File: config.mk
export PLATFORM = sky130hd
export DESIGN_NAME = gelu_matrix_top
export DESIGN_NICKNAME = d
export VERILOG_FILES = /design/src/rtl/gelu_fixed_pkg.sv /design/src/rtl/gelu_stream_pkg.sv /design/src/rtl/row_link_if.sv /design/src/rtl/gelu_matrix_top.sv /design/src/rtl/row_collector.sv /design/src/rtl/gelu_lane.sv /design/src/rtl/row_feeder.sv /design/src/rtl/credit_fifo.sv
export VERILOG_INCLUDE_DIRS = /design/src /design/src/rtl
export SDC_FILE = /design/constraint.sdc
export NUM_CORES = 2
export LEC_CHECK = 0
export ABC_AREA = 1
export BUFFER_PORTS_ARGS = -buffer_cell sky130_fd_sc_hd__clkbuf_2
export CAP_MARGIN = 30
export CELL_PAD_IN_SITES_DETAIL_PLACEMENT = 1
export CELL_PAD_IN_SITES_GLOBAL_PLACEMENT = 1
export CORE_AREA = 3 3 322 324
export CTS_CLUSTER_DIAMETER = 50
export CTS_CLUSTER_SIZE = 40
export DETAILED_ROUTE_END_ITERATION = 8
export DIE_AREA = 0 0 325 327
export PLACE_DENSITY_LB_ADDON = 0.25
export SLEW_MARGIN = 10
export SYNTH_ARGS = -nofsm -noshare
export SYNTH_HDL_FRONTEND = slang
export SYNTH_SLANG_ARGS = --single-unit
export TNS_END_PERCENT = 30
File: constraint.sdc
create_clock -name clk -period 13.1 [get_ports clk]
set_input_delay 2.62 -clock clk [delete_from_list [all_inputs] [get_ports clk]]
set_output_delay 2.62 -clock clk [all_outputs]
set_load 0.01 [all_outputs]
File: src/rtl/gelu_macros.svh
// GELU build constants
`ifndef GELU_MACROS_SVH
`define GELU_MACROS_SVH

// ==========================================================================
// Matrix shape
// ==========================================================================
// Rows per matrix, also lanes per row
`define GELU_DIM         16
// Q5.10 element width
`define GELU_ELEM_W      16
// Table index, taken from the top bits of an element
`define GELU_INDEX_W     8

// ==========================================================================
// Flow control
// ==========================================================================
// Input FIFO depth and the upstream's starting credits
`define GELU_IN_CREDITS  2
// Credits granted by the downstream after reset
`define GELU_OUT_CREDITS 2

`endif
File: src/rtl/gelu_fixed_pkg.sv
// Q5.10 GELU lookup
`include "gelu_macros.svh"

package gelu_fixed_pkg;

    // One Q5.10 value
    typedef logic [`GELU_ELEM_W-1:0]  elem_t;
    // Table address
    typedef logic [`GELU_INDEX_W-1:0] index_t;

    // ======================================================================
    // 256-entry GELU table, addressed by the upper element bits
    // ======================================================================
    function automatic elem_t gelu_lookup(elem_t x);
        index_t idx;
        elem_t  y;
        idx = x[`GELU_ELEM_W-1 -: `GELU_INDEX_W];
        case (idx) inside
            // Small positive inputs follow the curve
            8'd0:   y = 16'h0000;
            8'd1:   y = 16'h0099;
            8'd2:   y = 16'h0162;
            8'd3:   y = 16'h0252;
            8'd4:   y = 16'h035D;
            8'd5:   y = 16'h0479;
            8'd6:   y = 16'h0599;
            8'd7:   y = 16'h06B8;
            8'd8:   y = 16'h07D2;
            8'd9:   y = 16'h08E4;
            8'd10:  y = 16'h09F1;
            8'd11:  y = 16'h0AF8;
            8'd12:  y = 16'h0BFC;
            8'd13:  y = 16'h0CFE;
            8'd14:  y = 16'h0DFF;
            8'd15:  y = 16'h0F00;
            // Larger inputs pass through, rounded to the index grid
            [8'd16:8'd127]: y = elem_t'({idx, {(`GELU_ELEM_W - `GELU_INDEX_W){1'b0}}});
            // Small negative inputs give the slight dip below zero
            8'd242: y = 16'hFFFF;
            8'd243: y = 16'hFFFE;
            8'd244: y = 16'hFFFC;
            8'd245: y = 16'hFFF8;
            8'd246: y = 16'hFFF1;
            8'd247: y = 16'hFFE4;
            8'd248: y = 16'hFFD2;
            8'd249: y = 16'hFFB8;
            8'd250: y = 16'hFF99;
            8'd251: y = 16'hFF79;
            8'd252: y = 16'hFF5D;
            8'd253: y = 16'hFF52;
            8'd254: y = 16'hFF62;
            8'd255: y = 16'hFF99;
            // Indices 128 to 241 are large negatives, output flushes to zero
            default: y = '0;
        endcase
        return y;
    endfunction

endpackage

File: src/rtl/gelu_stream_pkg.sv
// Row stream types
`include "gelu_macros.svh"

package gelu_stream_pkg;

    // One matrix row, element 0 in the low bits
    typedef gelu_fixed_pkg::elem_t [`GELU_DIM-1:0] row_t;

    // Row plus its end-of-matrix mark
    typedef struct packed {
        logic last;
        row_t row;
    } tagged_row_t;

    // Wide enough to hold the larger of the two credit pools
    localparam int CreditMax = (`GELU_IN_CREDITS > `GELU_OUT_CREDITS) ?
                               `GELU_IN_CREDITS : `GELU_OUT_CREDITS;

    typedef logic [$clog2(CreditMax + 1)-1:0] credit_t;

endpackage

File: src/rtl/row_link_if.sv
// Row link between stages
`timescale 1ns/1ps
`include "gelu_macros.svh"

interface row_link_if #(
    // Slots the destination can hold, which is the source's starting credit
    parameter int credits = `GELU_OUT_CREDITS
);

    logic                  valid;
    gelu_stream_pkg::row_t row;
    logic                  last;
    // One pulse per freed slot at the destination
    logic                  credit;

    modport src (
        output valid,
        output row,
        output last,
        input  credit
    );

    modport dst (
        input  valid,
        input  row,
        input  last,
        output credit
    );

    // Credit return only, for a stage that owns the counter but not the data
    modport credit_view (
        input credit
    );

endinterface

File: src/rtl/gelu_matrix_top.sv
// GELU matrix row stream top
`timescale 1ns/1ps
`include "gelu_macros.svh"

module gelu_matrix_top (
    input  logic                  clk,
    input  logic                  rst_n,
    // Upstream rows, sent only against held credits
    input  logic                  in_valid_i,
    input  gelu_stream_pkg::row_t in_row_i,
    output logic                  in_credit_o,
    // Result rows, last marks the end of a matrix
    output logic                  out_valid_o,
    output gelu_stream_pkg::row_t out_row_o,
    output logic                  out_last_o,
    input  logic                  out_credit_i
);

    // ======================================================================
    // Internal links
    // ======================================================================
    row_link_if #(.credits(`GELU_OUT_CREDITS)) issue_link ();
    row_link_if #(.credits(`GELU_OUT_CREDITS)) result_link ();

    row_feeder u_feeder (
        .clk           (clk),
        .rst_n         (rst_n),
        .in_valid_i    (in_valid_i),
        .in_row_i      (in_row_i),
        .in_credit_o   (in_credit_o),
        .issue         (issue_link.src),
        .result_credit (result_link.credit_view)
    );

    // ======================================================================
    // One lane per column
    // ======================================================================
    for (genvar i = 0; i < `GELU_DIM; i++) begin : g_lane
        gelu_lane #(
            .lane (i)
        ) u_lane (
            .clk    (clk),
            .rst_n  (rst_n),
            .issue  (issue_link.dst),
            .result (result_link.src)
        );
    end

    row_collector u_collector (
        .clk          (clk),
        .rst_n        (rst_n),
        .result       (result_link.dst),
        .out_valid_o  (out_valid_o),
        .out_row_o    (out_row_o),
        .out_last_o   (out_last_o),
        .out_credit_i (out_credit_i)
    );

endmodule

File: src/rtl/row_collector.sv
// Output row collector
`timescale 1ns/1ps
`include "gelu_macros.svh"

module row_collector (
    input  logic                  clk,
    input  logic                  rst_n,
    row_link_if.dst               result,
    output logic                  out_valid_o,
    output gelu_stream_pkg::row_t out_row_o,
    output logic                  out_last_o,
    input  logic                  out_credit_i
);

    // Buffer matches the credits the feeder starts with
    localparam int fifo_depth = result.credits;

    gelu_stream_pkg::tagged_row_t in_item;
    gelu_stream_pkg::tagged_row_t head_item;
    logic                         fifo_empty;
    gelu_stream_pkg::credit_t     out_cnt;

    assign in_item.last = result.last;
    assign in_item.row  = result.row;

    // ======================================================================
    // Result buffer, its pops go back to the feeder as credits
    // ======================================================================
    credit_fifo #(
        .item_t (gelu_stream_pkg::tagged_row_t),
        .depth  (fifo_depth)
    ) u_out_fifo (
        .clk         (clk),
        .rst_n       (rst_n),
        .push_i      (result.valid),
        .push_item_i (in_item),
        .pop_i       (out_valid_o),
        .head_o      (head_item),
        .empty_o     (fifo_empty),
        .credit_o    (result.credit)
    );

    // ======================================================================
    // Downstream side
    // ======================================================================
    // Present the head row only while the downstream has granted a slot
    assign out_valid_o = !fifo_empty && (out_cnt != '0);
    assign out_row_o   = head_item.row;
    assign out_last_o  = out_valid_o && head_item.last;

    always_ff @(posedge clk or negedge rst_n) begin
        if (!rst_n) begin
            out_cnt <= gelu_stream_pkg::credit_t'(`GELU_OUT_CREDITS);
        end else begin
            out_cnt <= out_cnt
                     + gelu_stream_pkg::credit_t'(out_credit_i)
                     - gelu_stream_pkg::credit_t'(out_valid_o);
        end
    end

    // Downstream must not return more credits than it was given rows
    a_out_credit_bound: assert property (
        @(posedge clk) disable iff (!rst_n)
        out_cnt <= gelu_stream_pkg::credit_t'(`GELU_OUT_CREDITS)
    );

endmodule

File: src/rtl/gelu_lane.sv
// GELU column lane
`timescale 1ns/1ps

module gelu_lane #(
    parameter int lane = 0
) (
    input logic     clk,
    input logic     rst_n,
    row_link_if.dst issue,
    row_link_if.src result
);

    gelu_fixed_pkg::elem_t elem_q;

    // This column's element lookup is registered every cycle
    always_ff @(posedge clk) begin
        elem_q <= gelu_fixed_pkg::gelu_lookup(issue.row[lane]);
    end

    assign result.row[lane] = elem_q;

    // Lane 0 carries the row's control alongside its element
    if (lane == 0) begin : g_ctrl
        logic valid_q;
        logic last_q;

        always_ff @(posedge clk or negedge rst_n) begin
            if (!rst_n) begin
                valid_q <= 1'b0;
                last_q  <= 1'b0;
            end else begin
                valid_q <= issue.valid;
                last_q  <= issue.valid && issue.last;
            end
        end

        assign result.valid = valid_q;
        assign result.last  = last_q;
    end

endmodule

File: src/rtl/row_feeder.sv
// Input row feeder
`timescale 1ns/1ps
`include "gelu_macros.svh"

module row_feeder (
    input  logic                  clk,
    input  logic                  rst_n,
    input  logic                  in_valid_i,
    input  gelu_stream_pkg::row_t in_row_i,
    output logic                  in_credit_o,
    row_link_if.src               issue,
    row_link_if.credit_view       result_credit
);

    localparam int row_cnt_w = $clog2(`GELU_DIM);

    gelu_stream_pkg::row_t    head_row;
    logic                     fifo_empty;
    logic                     issue_fire;
    gelu_stream_pkg::credit_t credit_cnt;
    logic [row_cnt_w-1:0]     row_cnt;

    // ======================================================================
    // Input buffer whose pops are the upstream's credits
    // ======================================================================
    credit_fifo #(
        .item_t (gelu_stream_pkg::row_t),
        .depth  (`GELU_IN_CREDITS)
    ) u_in_fifo (
        .clk         (clk),
        .rst_n       (rst_n),
        .push_i      (in_valid_i),
        .push_item_i (in_row_i),
        .pop_i       (issue_fire),
        .head_o      (head_row),
        .empty_o     (fifo_empty),
        .credit_o    (in_credit_o)
    );

    // ======================================================================
    // Issue to the lanes
    // ======================================================================
    // One row per cycle while a collector slot is known to be free
    assign issue_fire  = !fifo_empty && (credit_cnt != '0);
    assign issue.valid = issue_fire;
    assign issue.row   = head_row;
    assign issue.last  = (row_cnt == row_cnt_w'(`GELU_DIM - 1));

    // Collector slots are spent on issue and returned on its pops
    always_ff @(posedge clk or negedge rst_n) begin
        if (!rst_n) begin
            credit_cnt <= gelu_stream_pkg::credit_t'(result_credit.credits);
        end else begin
            credit_cnt <= credit_cnt
                        + gelu_stream_pkg::credit_t'(result_credit.credit)
                        - gelu_stream_pkg::credit_t'(issue_fire);
        end
    end

    // Position of the next issued row inside its matrix
    always_ff @(posedge clk or negedge rst_n) begin
        if (!rst_n) begin
            row_cnt <= '0;
        end else if (issue_fire) begin
            row_cnt <= issue.last ? '0 : row_cnt + 1'b1;
        end
    end

    // The collector cannot hand back more slots than it has
    a_credit_bound: assert property (
        @(posedge clk) disable iff (!rst_n)
        credit_cnt <= gelu_stream_pkg::credit_t'(result_credit.credits)
    );

endmodule

File: src/rtl/credit_fifo.sv
// Credit-returning FIFO
`timescale 1ns/1ps

module credit_fifo #(
    parameter type item_t = logic,
    parameter int  depth  = 2
) (
    input  logic  clk,
    input  logic  rst_n,
    input  logic  push_i,
    input  item_t push_item_i,
    input  logic  pop_i,
    output item_t head_o,
    output logic  empty_o,
    output logic  credit_o
);

    localparam int ptr_w = (depth > 1) ? $clog2(depth) : 1;
    localparam int cnt_w = $clog2(depth + 1);

    item_t            mem [depth];
    logic [ptr_w-1:0] wr_ptr;
    logic [ptr_w-1:0] rd_ptr;
    logic [cnt_w-1:0] count;
    logic             do_pop;

    // Circular pointer step, depth need not be a power of two
    function automatic logic [ptr_w-1:0] ptr_inc(logic [ptr_w-1:0] p);
        return (p == ptr_w'(depth - 1)) ? '0 : p + 1'b1;
    endfunction

    assign empty_o  = (count == '0);
    assign do_pop   = pop_i && !empty_o;
    assign head_o   = mem[rd_ptr];
    // Each pop frees a slot, handed back as a credit in the same cycle
    assign credit_o = do_pop;

    always_ff @(posedge clk) begin
        if (push_i) begin
            mem[wr_ptr] <= push_item_i;
        end
    end

    always_ff @(posedge clk or negedge rst_n) begin
        if (!rst_n) begin
            wr_ptr <= '0;
            rd_ptr <= '0;
            count  <= '0;
        end else begin
            if (push_i) begin
                wr_ptr <= ptr_inc(wr_ptr);
            end
            if (do_pop) begin
                rd_ptr <= ptr_inc(rd_ptr);
            end
            count <= count + cnt_w'(push_i) - cnt_w'(do_pop);
        end
    end

    // A push into a full FIFO means the sender spent a credit it never had
    a_no_push_when_full: assert property (
        @(posedge clk) disable iff (!rst_n)
        push_i |-> (count < cnt_w'(depth))
    );

endmodule

* Word-level counts from Yosys, hierarchy flattened
Memories as Yosys holds them, arrays and structs flattened.
Index checks and enable logic that the tools add are counted.
** Word-level totals
- Flip-flop bits (word level) :: 274
- Latch bits :: 0
- RAM bits :: 1026
- Bits in read-only memories :: 0
- Output and inout port bits :: 259
- Logic and storage cells :: 1264
- Memories :: 2
** Memories
- u_collector.u_out_fifo.mem :: words 2, width 257, rd ports 1, clocked after Yosys merged registers in 0, write ports 1, line credit_fifo.sv:21 : item_t mem [depth];
- u_feeder.u_in_fifo.mem :: words 2, width 256, rd ports 1, clocked after Yosys merged registers in 0, write ports 1, line credit_fifo.sv:21
** Operators by class
- $add $sub $neg :: 13
- Multipliers :: 0
- Div/mod/pow operators :: 0
- Order comparisons :: 32
- Equality and inequality tests :: 465
- Shift-type cells :: 0
- Mux-type cells :: 489
- Bitwise gates (word level) :: 0
- Reductions and logical operators :: 140
** Operators by type and width (number)
- 16-bit 2-to-1 mux :: 240
- 8-bit equality test, second input constant :: 224
- 12-bit 2-to-1 mux :: 112
- 8-bit by 4-bit equality test with 1-bit output, second input constant :: 128
- 11-bit 2-to-1 mux :: 64
- 8-bit by 3-bit equality test with 1-bit output, second input constant :: 64
- 10-bit 2-to-1 mux :: 32
- 8-bit by 2-bit equality test with 1-bit output, second input constant :: 32
- 16-bit OR reduction :: 16
- 9-bit 2-to-1 mux :: 16
- 9-bit OR reduction :: 16
- 8-bit by 1-bit equality test with 1-bit output, second input constant :: 16
- 8-bit by 5-bit >= comparator with 1-bit output, second input constant :: 16
- 8-bit by 7-bit less-or-equal comparator with 1-bit output, second input constant :: 16
- 8-bit logical NOT :: 16
- 8-bit 2-to-1 mux :: 16
- 5-bit OR reduction :: 16
- 4-bit OR reduction :: 16
- 3-bit OR reduction :: 16
- 2-bit OR reduction :: 16
- 1-bit logical AND :: 22
- 2-bit by 1-bit adder with 2-bit output :: 4
- 1-bit 2-to-1 mux :: 8
- 2-bit by 1-bit subtractor with 2-bit output :: 4
- 7 further kinds :: 13

* Longest topological paths before layout
An unclocked memory read counts as a cell.
- Word-level depth :: 32
- Gate-level depth with buffers :: 18
- Depth with buffers taken out :: 17

* Least setup slack after synthesis
Ideal clock, no wire load.
- Kind :: register -> register
- From :: register g_lane[0].u_lane.g_ctrl.valid_q
- To :: memory u_collector.u_out_fifo.mem[0][0] (netlist bit) (enable)
- Arrival time :: 11167 ps
- Data required time :: 12215 ps
- Path slack :: 1048 ps
- Cell stages (with the launch flop) :: 3
- Buffers on the path :: 0
- Path through :: dfrtp_1 inv_1 nor2_1
** On the way
- Longest elaborated chain between the ends :: 2
** Ends and longest elaborated chain
- start, declared :: line gelu_lane.sv:24 : logic valid_q;
- start signal, assigned :: line gelu_lane.sv:32 : valid_q <= issue.valid;
- 1-bit 2-to-1 mux :: line credit_fifo.sv:39 : if (push_i) begin
- 1-bit 2-to-1 mux (not written as such) :: line credit_fifo.sv:40 : mem[wr_ptr] <= push_item_i;
- end, declared :: line credit_fifo.sv:21
No other way between the ends.

==> impl_metrics.env <==
export IMPL_cp_cell_sequence="inv_8 -> buf_4 -> nand2_1 -> nand2_1 -> clkbuf_2"
export IMPL_synth_edff_count=770
export IMPL_critPathMaxFanout=119
export IMPL_synthFlopType="edfxtp_1"
export IMPL_syn_area_um2=45300
export IMPL_swShare=0.275
export IMPL_crit_type="reg -> out"
export IMPL_ant_nets=0
export IMPL_p_sw_uw=2270
export IMPL_setup_viol=0
export IMPL_yosysTopAreaCell="edfxtp_1"
export IMPL_pwr_share_comb=0.108
export IMPL_sequentialPowerShare=0.497
export IMPL_cts_hold_buf=0
export IMPL_reg2reg_to="g_lane[1].u_lane.elem_q[8]"
export IMPL_r2r_slack_ps=8900
export IMPL_die_area_um2=106000
export IMPL_ir_worst_vdd_mv=0.110
export IMPL_grt_usage=0.243
export IMPL_rows=117
export IMPL_synth_top_cells_by_count="1,696 x nand2_1, 770 x edfxtp_1, 470 x nor2_1, 339 x inv_1, 256 x dfxtp_1"
export IMPL_yosysMostFrequentCell="nand2_1"
export IMPL_cts_tree="built"
export IMPL_holdWs_ps=409
export IMPL_maxCapViolations=0
export IMPL_fin_util=0.518
export IMPL_multi_input_area_um2=14300
export IMPL_async_reset_ff_frac=0.0172
export IMPL_via_count=34396
export IMPL_p_total_uw=8260
export IMPL_slew_violations=0
export IMPL_slowest_delay_ps=820
export IMPL_crit_top_cell="nand2_1"
export IMPL_setup_tns_ps=0
export IMPL_drt_pre_antenna_iters=5
export IMPL_grt_max_degree=166
export IMPL_seqCellArea_um2=28700
export IMPL_fin_crit_ps=6000
export IMPL_syn2layout_area_growth_pct=16.0
export IMPL_worst_r2r_path_depth=14
export IMPL_synth_area_leaders="edfxtp_1 51%, nand2_1 14%, dfxtp_1 11%, nor2_1 3.9%, inv_1 2.8%"
export IMPL_syn_num_nets=4987
export IMPL_cts_root_buffer="clkbuf_16"
export IMPL_final_cells=6606
export IMPL_hold_start="g_lane[11].u_lane.elem_q[12]"
export IMPL_p_clk_frac=0.395
export IMPL_r2r_start="u_feeder.u_in_fifo.rd_ptr"
export IMPL_leakage_uw=0.0236
export IMPL_wl_per_cell_um=19.7
export IMPL_placed_cells=6380
export IMPL_start_kind="register"
export IMPL_slew_headroom=0.345
export IMPL_ys_seq_elements=1044
export IMPL_avgSynthCellArea_um2=9.61
export IMPL_p_int_uw=5980
export IMPL_overflow=0
export IMPL_cts_buffers=109
export IMPL_worst_clock_skew_ps=26.0
export IMPL_htree_levels=3
export IMPL_place_congestion=0.904
export IMPL_drive_gt1_frac=0.175
export IMPL_synth_distinct_cells=62
export IMPL_cp_arrival_ps=3380
export IMPL_clkSinkCount=1044
export IMPL_drt_iter0_drc=2241
export IMPL_min_period_over_period=0.458
export IMPL_cts_repair_resized=0
export IMPL_hold_path_class="reg -> reg"
export IMPL_grt_pass1_wl_um=204000
export IMPL_rsz0062_at_grt="no"
export IMPL_worstPathRequired_ps=10480
export IMPL_die_w_um=325
export IMPL_yosysSeqAreaShare=0.633
export IMPL_clk_latency_ps=690
export IMPL_yosys_warnings=0
export IMPL_route_detailed_drc=0
export IMPL_synth_top_area_share=0.510
export IMPL_syn_instance_count=4718
export IMPL_final_nets=5398
export IMPL_holdPathEnd="u_collector.u_out_fifo.mem[0][188]"
export IMPL_cts_buffer_depth=3
export IMPL_antenna_found_initial=14
export IMPL_ioPinCount=519
export IMPL_clk_pin_slew_ps=90
export IMPL_finalHoldViolCount=0
export IMPL_critPathCaptureType="output port"
export IMPL_num_fill_cells=11489
export IMPL_crit_path_top_delay_cell="buf_4"
export IMPL_grt_pass1_vias=36510
export IMPL_totalWireLength_um=130000
export IMPL_powerDensity_nw_per_um2=157
export IMPL_die_h_um=327
export IMPL_vias_per_cell=5.21
export IMPL_initial_utilization=0.447
export IMPL_hpwl_um=92500
export IMPL_post_cts_buffers=0
export IMPL_status="complete, no violations"
export IMPL_max_slew_worst_pin_slew_ps=982
export IMPL_port_buffers=390
export IMPL_coreArea_um2=101000
export IMPL_fmax_mhz=167
export IMPL_hold_path_depth=0
layout make-up:
| class | instances | share of cell area |
|---|---|---|
| diodes | 12 | 0.000571 |
| inverters | 429 | 0.0311 |
| multi-input cells | 3129 | 0.272 |
| flip-flops and latches | 1044 | 0.546 |
| clock buffers | 119 | 0.0542 |
| well taps | 1368 | 0.0326 |
| clock inverters | 89 | 0.0204 |
| repair buffers | 416 | 0.0431 |
layout by cell type (no fill, tap or decap), types with 12 or more instances in the layout:
cell,n
nand2_1,1696
edfxtp_1,770
nor2_1,468
clkbuf_2,390
inv_1,337
dfxtp_1,256
nand3_1,154
nand4_1,154
clkbuf_16,113
nor3_1,101
o21ai_0,89
inv_2,85
nand2_2,69
o21ai_2,60
a21oi_1,54
nor4_1,35
nor2_2,32
o2111ai_1,31
o21ai_1,30
inv_6,22
buf_4,19
inv_8,14
clkinv_8,14
dfrtp_1,14
o211ai_1,13
diode_2,12
a211oi_1,12
clkinv_2,12
logic make-up (layout without fill, tap and decap cells):
group / after synthesis / after routing / share of synthesized area
AOI/OAI and AO/OA: 335 / 335 / 0.0490
adders and majority gates: 9 / 9 / 0.00248
other: 0 / 12 / 0
buffers and inverters: 545 / 1053 / 0.0517
DFF: 1044 / 1044 / 0.633
and+or+nand+nor: 2772 / 2772 / 0.261
xor gates and xnor gates: 13 / 13 / 0.00251
stage by stage:
step | area (um2) | setup WS (ps)
3_5_place_dp | 48500 | 7780
4_1_cts | 52400 | 7010
5_1_grt | 52600 | 6840
3_3_place_gp | 48500 | 7820
6_report | 52600 | 7100
2_1_floorplan | 45300 | 1050
power by group through the flow:
stage | Sequential (uW) | Clock [uW] | Combinational, uW
floorplan | 4150 | 0 | 588
global placement | 4150 | 0 | 865
detailed placement | 4180 | 0 | 872
CTS | 4110 | 3350 | 879
global route | 4140 | 3490 | 999
finish | 4110 | 3260 | 888
worst max-delay path: cells and delay by family (launching register included):
kind	cells	cell delay (ps)
buffers and inverters	3	1580
flip-flops	1	640
AND/OR/NAND/NOR	2	320
worst max-delay path by stage:
stage,startpoint,to,slack (ps),cells past startpoint
after detailed placement,u_collector.u_out_fifo.rd_ptr,out_row_o[83],7780,5
after global placement,u_collector.u_out_fifo.rd_ptr,out_row_o[66],7820,5
final,u_collector.u_out_fifo.rd_ptr,out_row_o[83],7100,5
after global routing,u_collector.u_out_fifo.rd_ptr,out_row_o[84],6840,5
after floorplan,g_lane[0].u_lane.result.valid,u_collector.u_out_fifo.mem[0][0],1050,2
after CTS,u_collector.u_out_fifo.rd_ptr,out_row_o[84],7010,5
routing by layer:
metal,vias to the layer above,GRT usage,share of wire
li1,16650,-,-
met1,16782,0.305,0.43
met2,755,0.428,0.50
met3,205,0.0404,0.047
met4,4,0.0820,0.031
met5,-,0,0.00020
flip-flops by register name (all words and copies together), names as in the netlist, 2 cells and up:
name,flops
u_collector.u_out_fifo.mem,514
g_lane.u_lane.elem_q,256
u_feeder.u_in_fifo.mem,256
u_feeder.row_cnt,4
u_collector.out_cnt,2
u_collector.u_out_fifo.count,2
u_feeder.credit_cnt,2
u_feeder.u_in_fifo.count,2
Power figures use the tool's default switching activity.
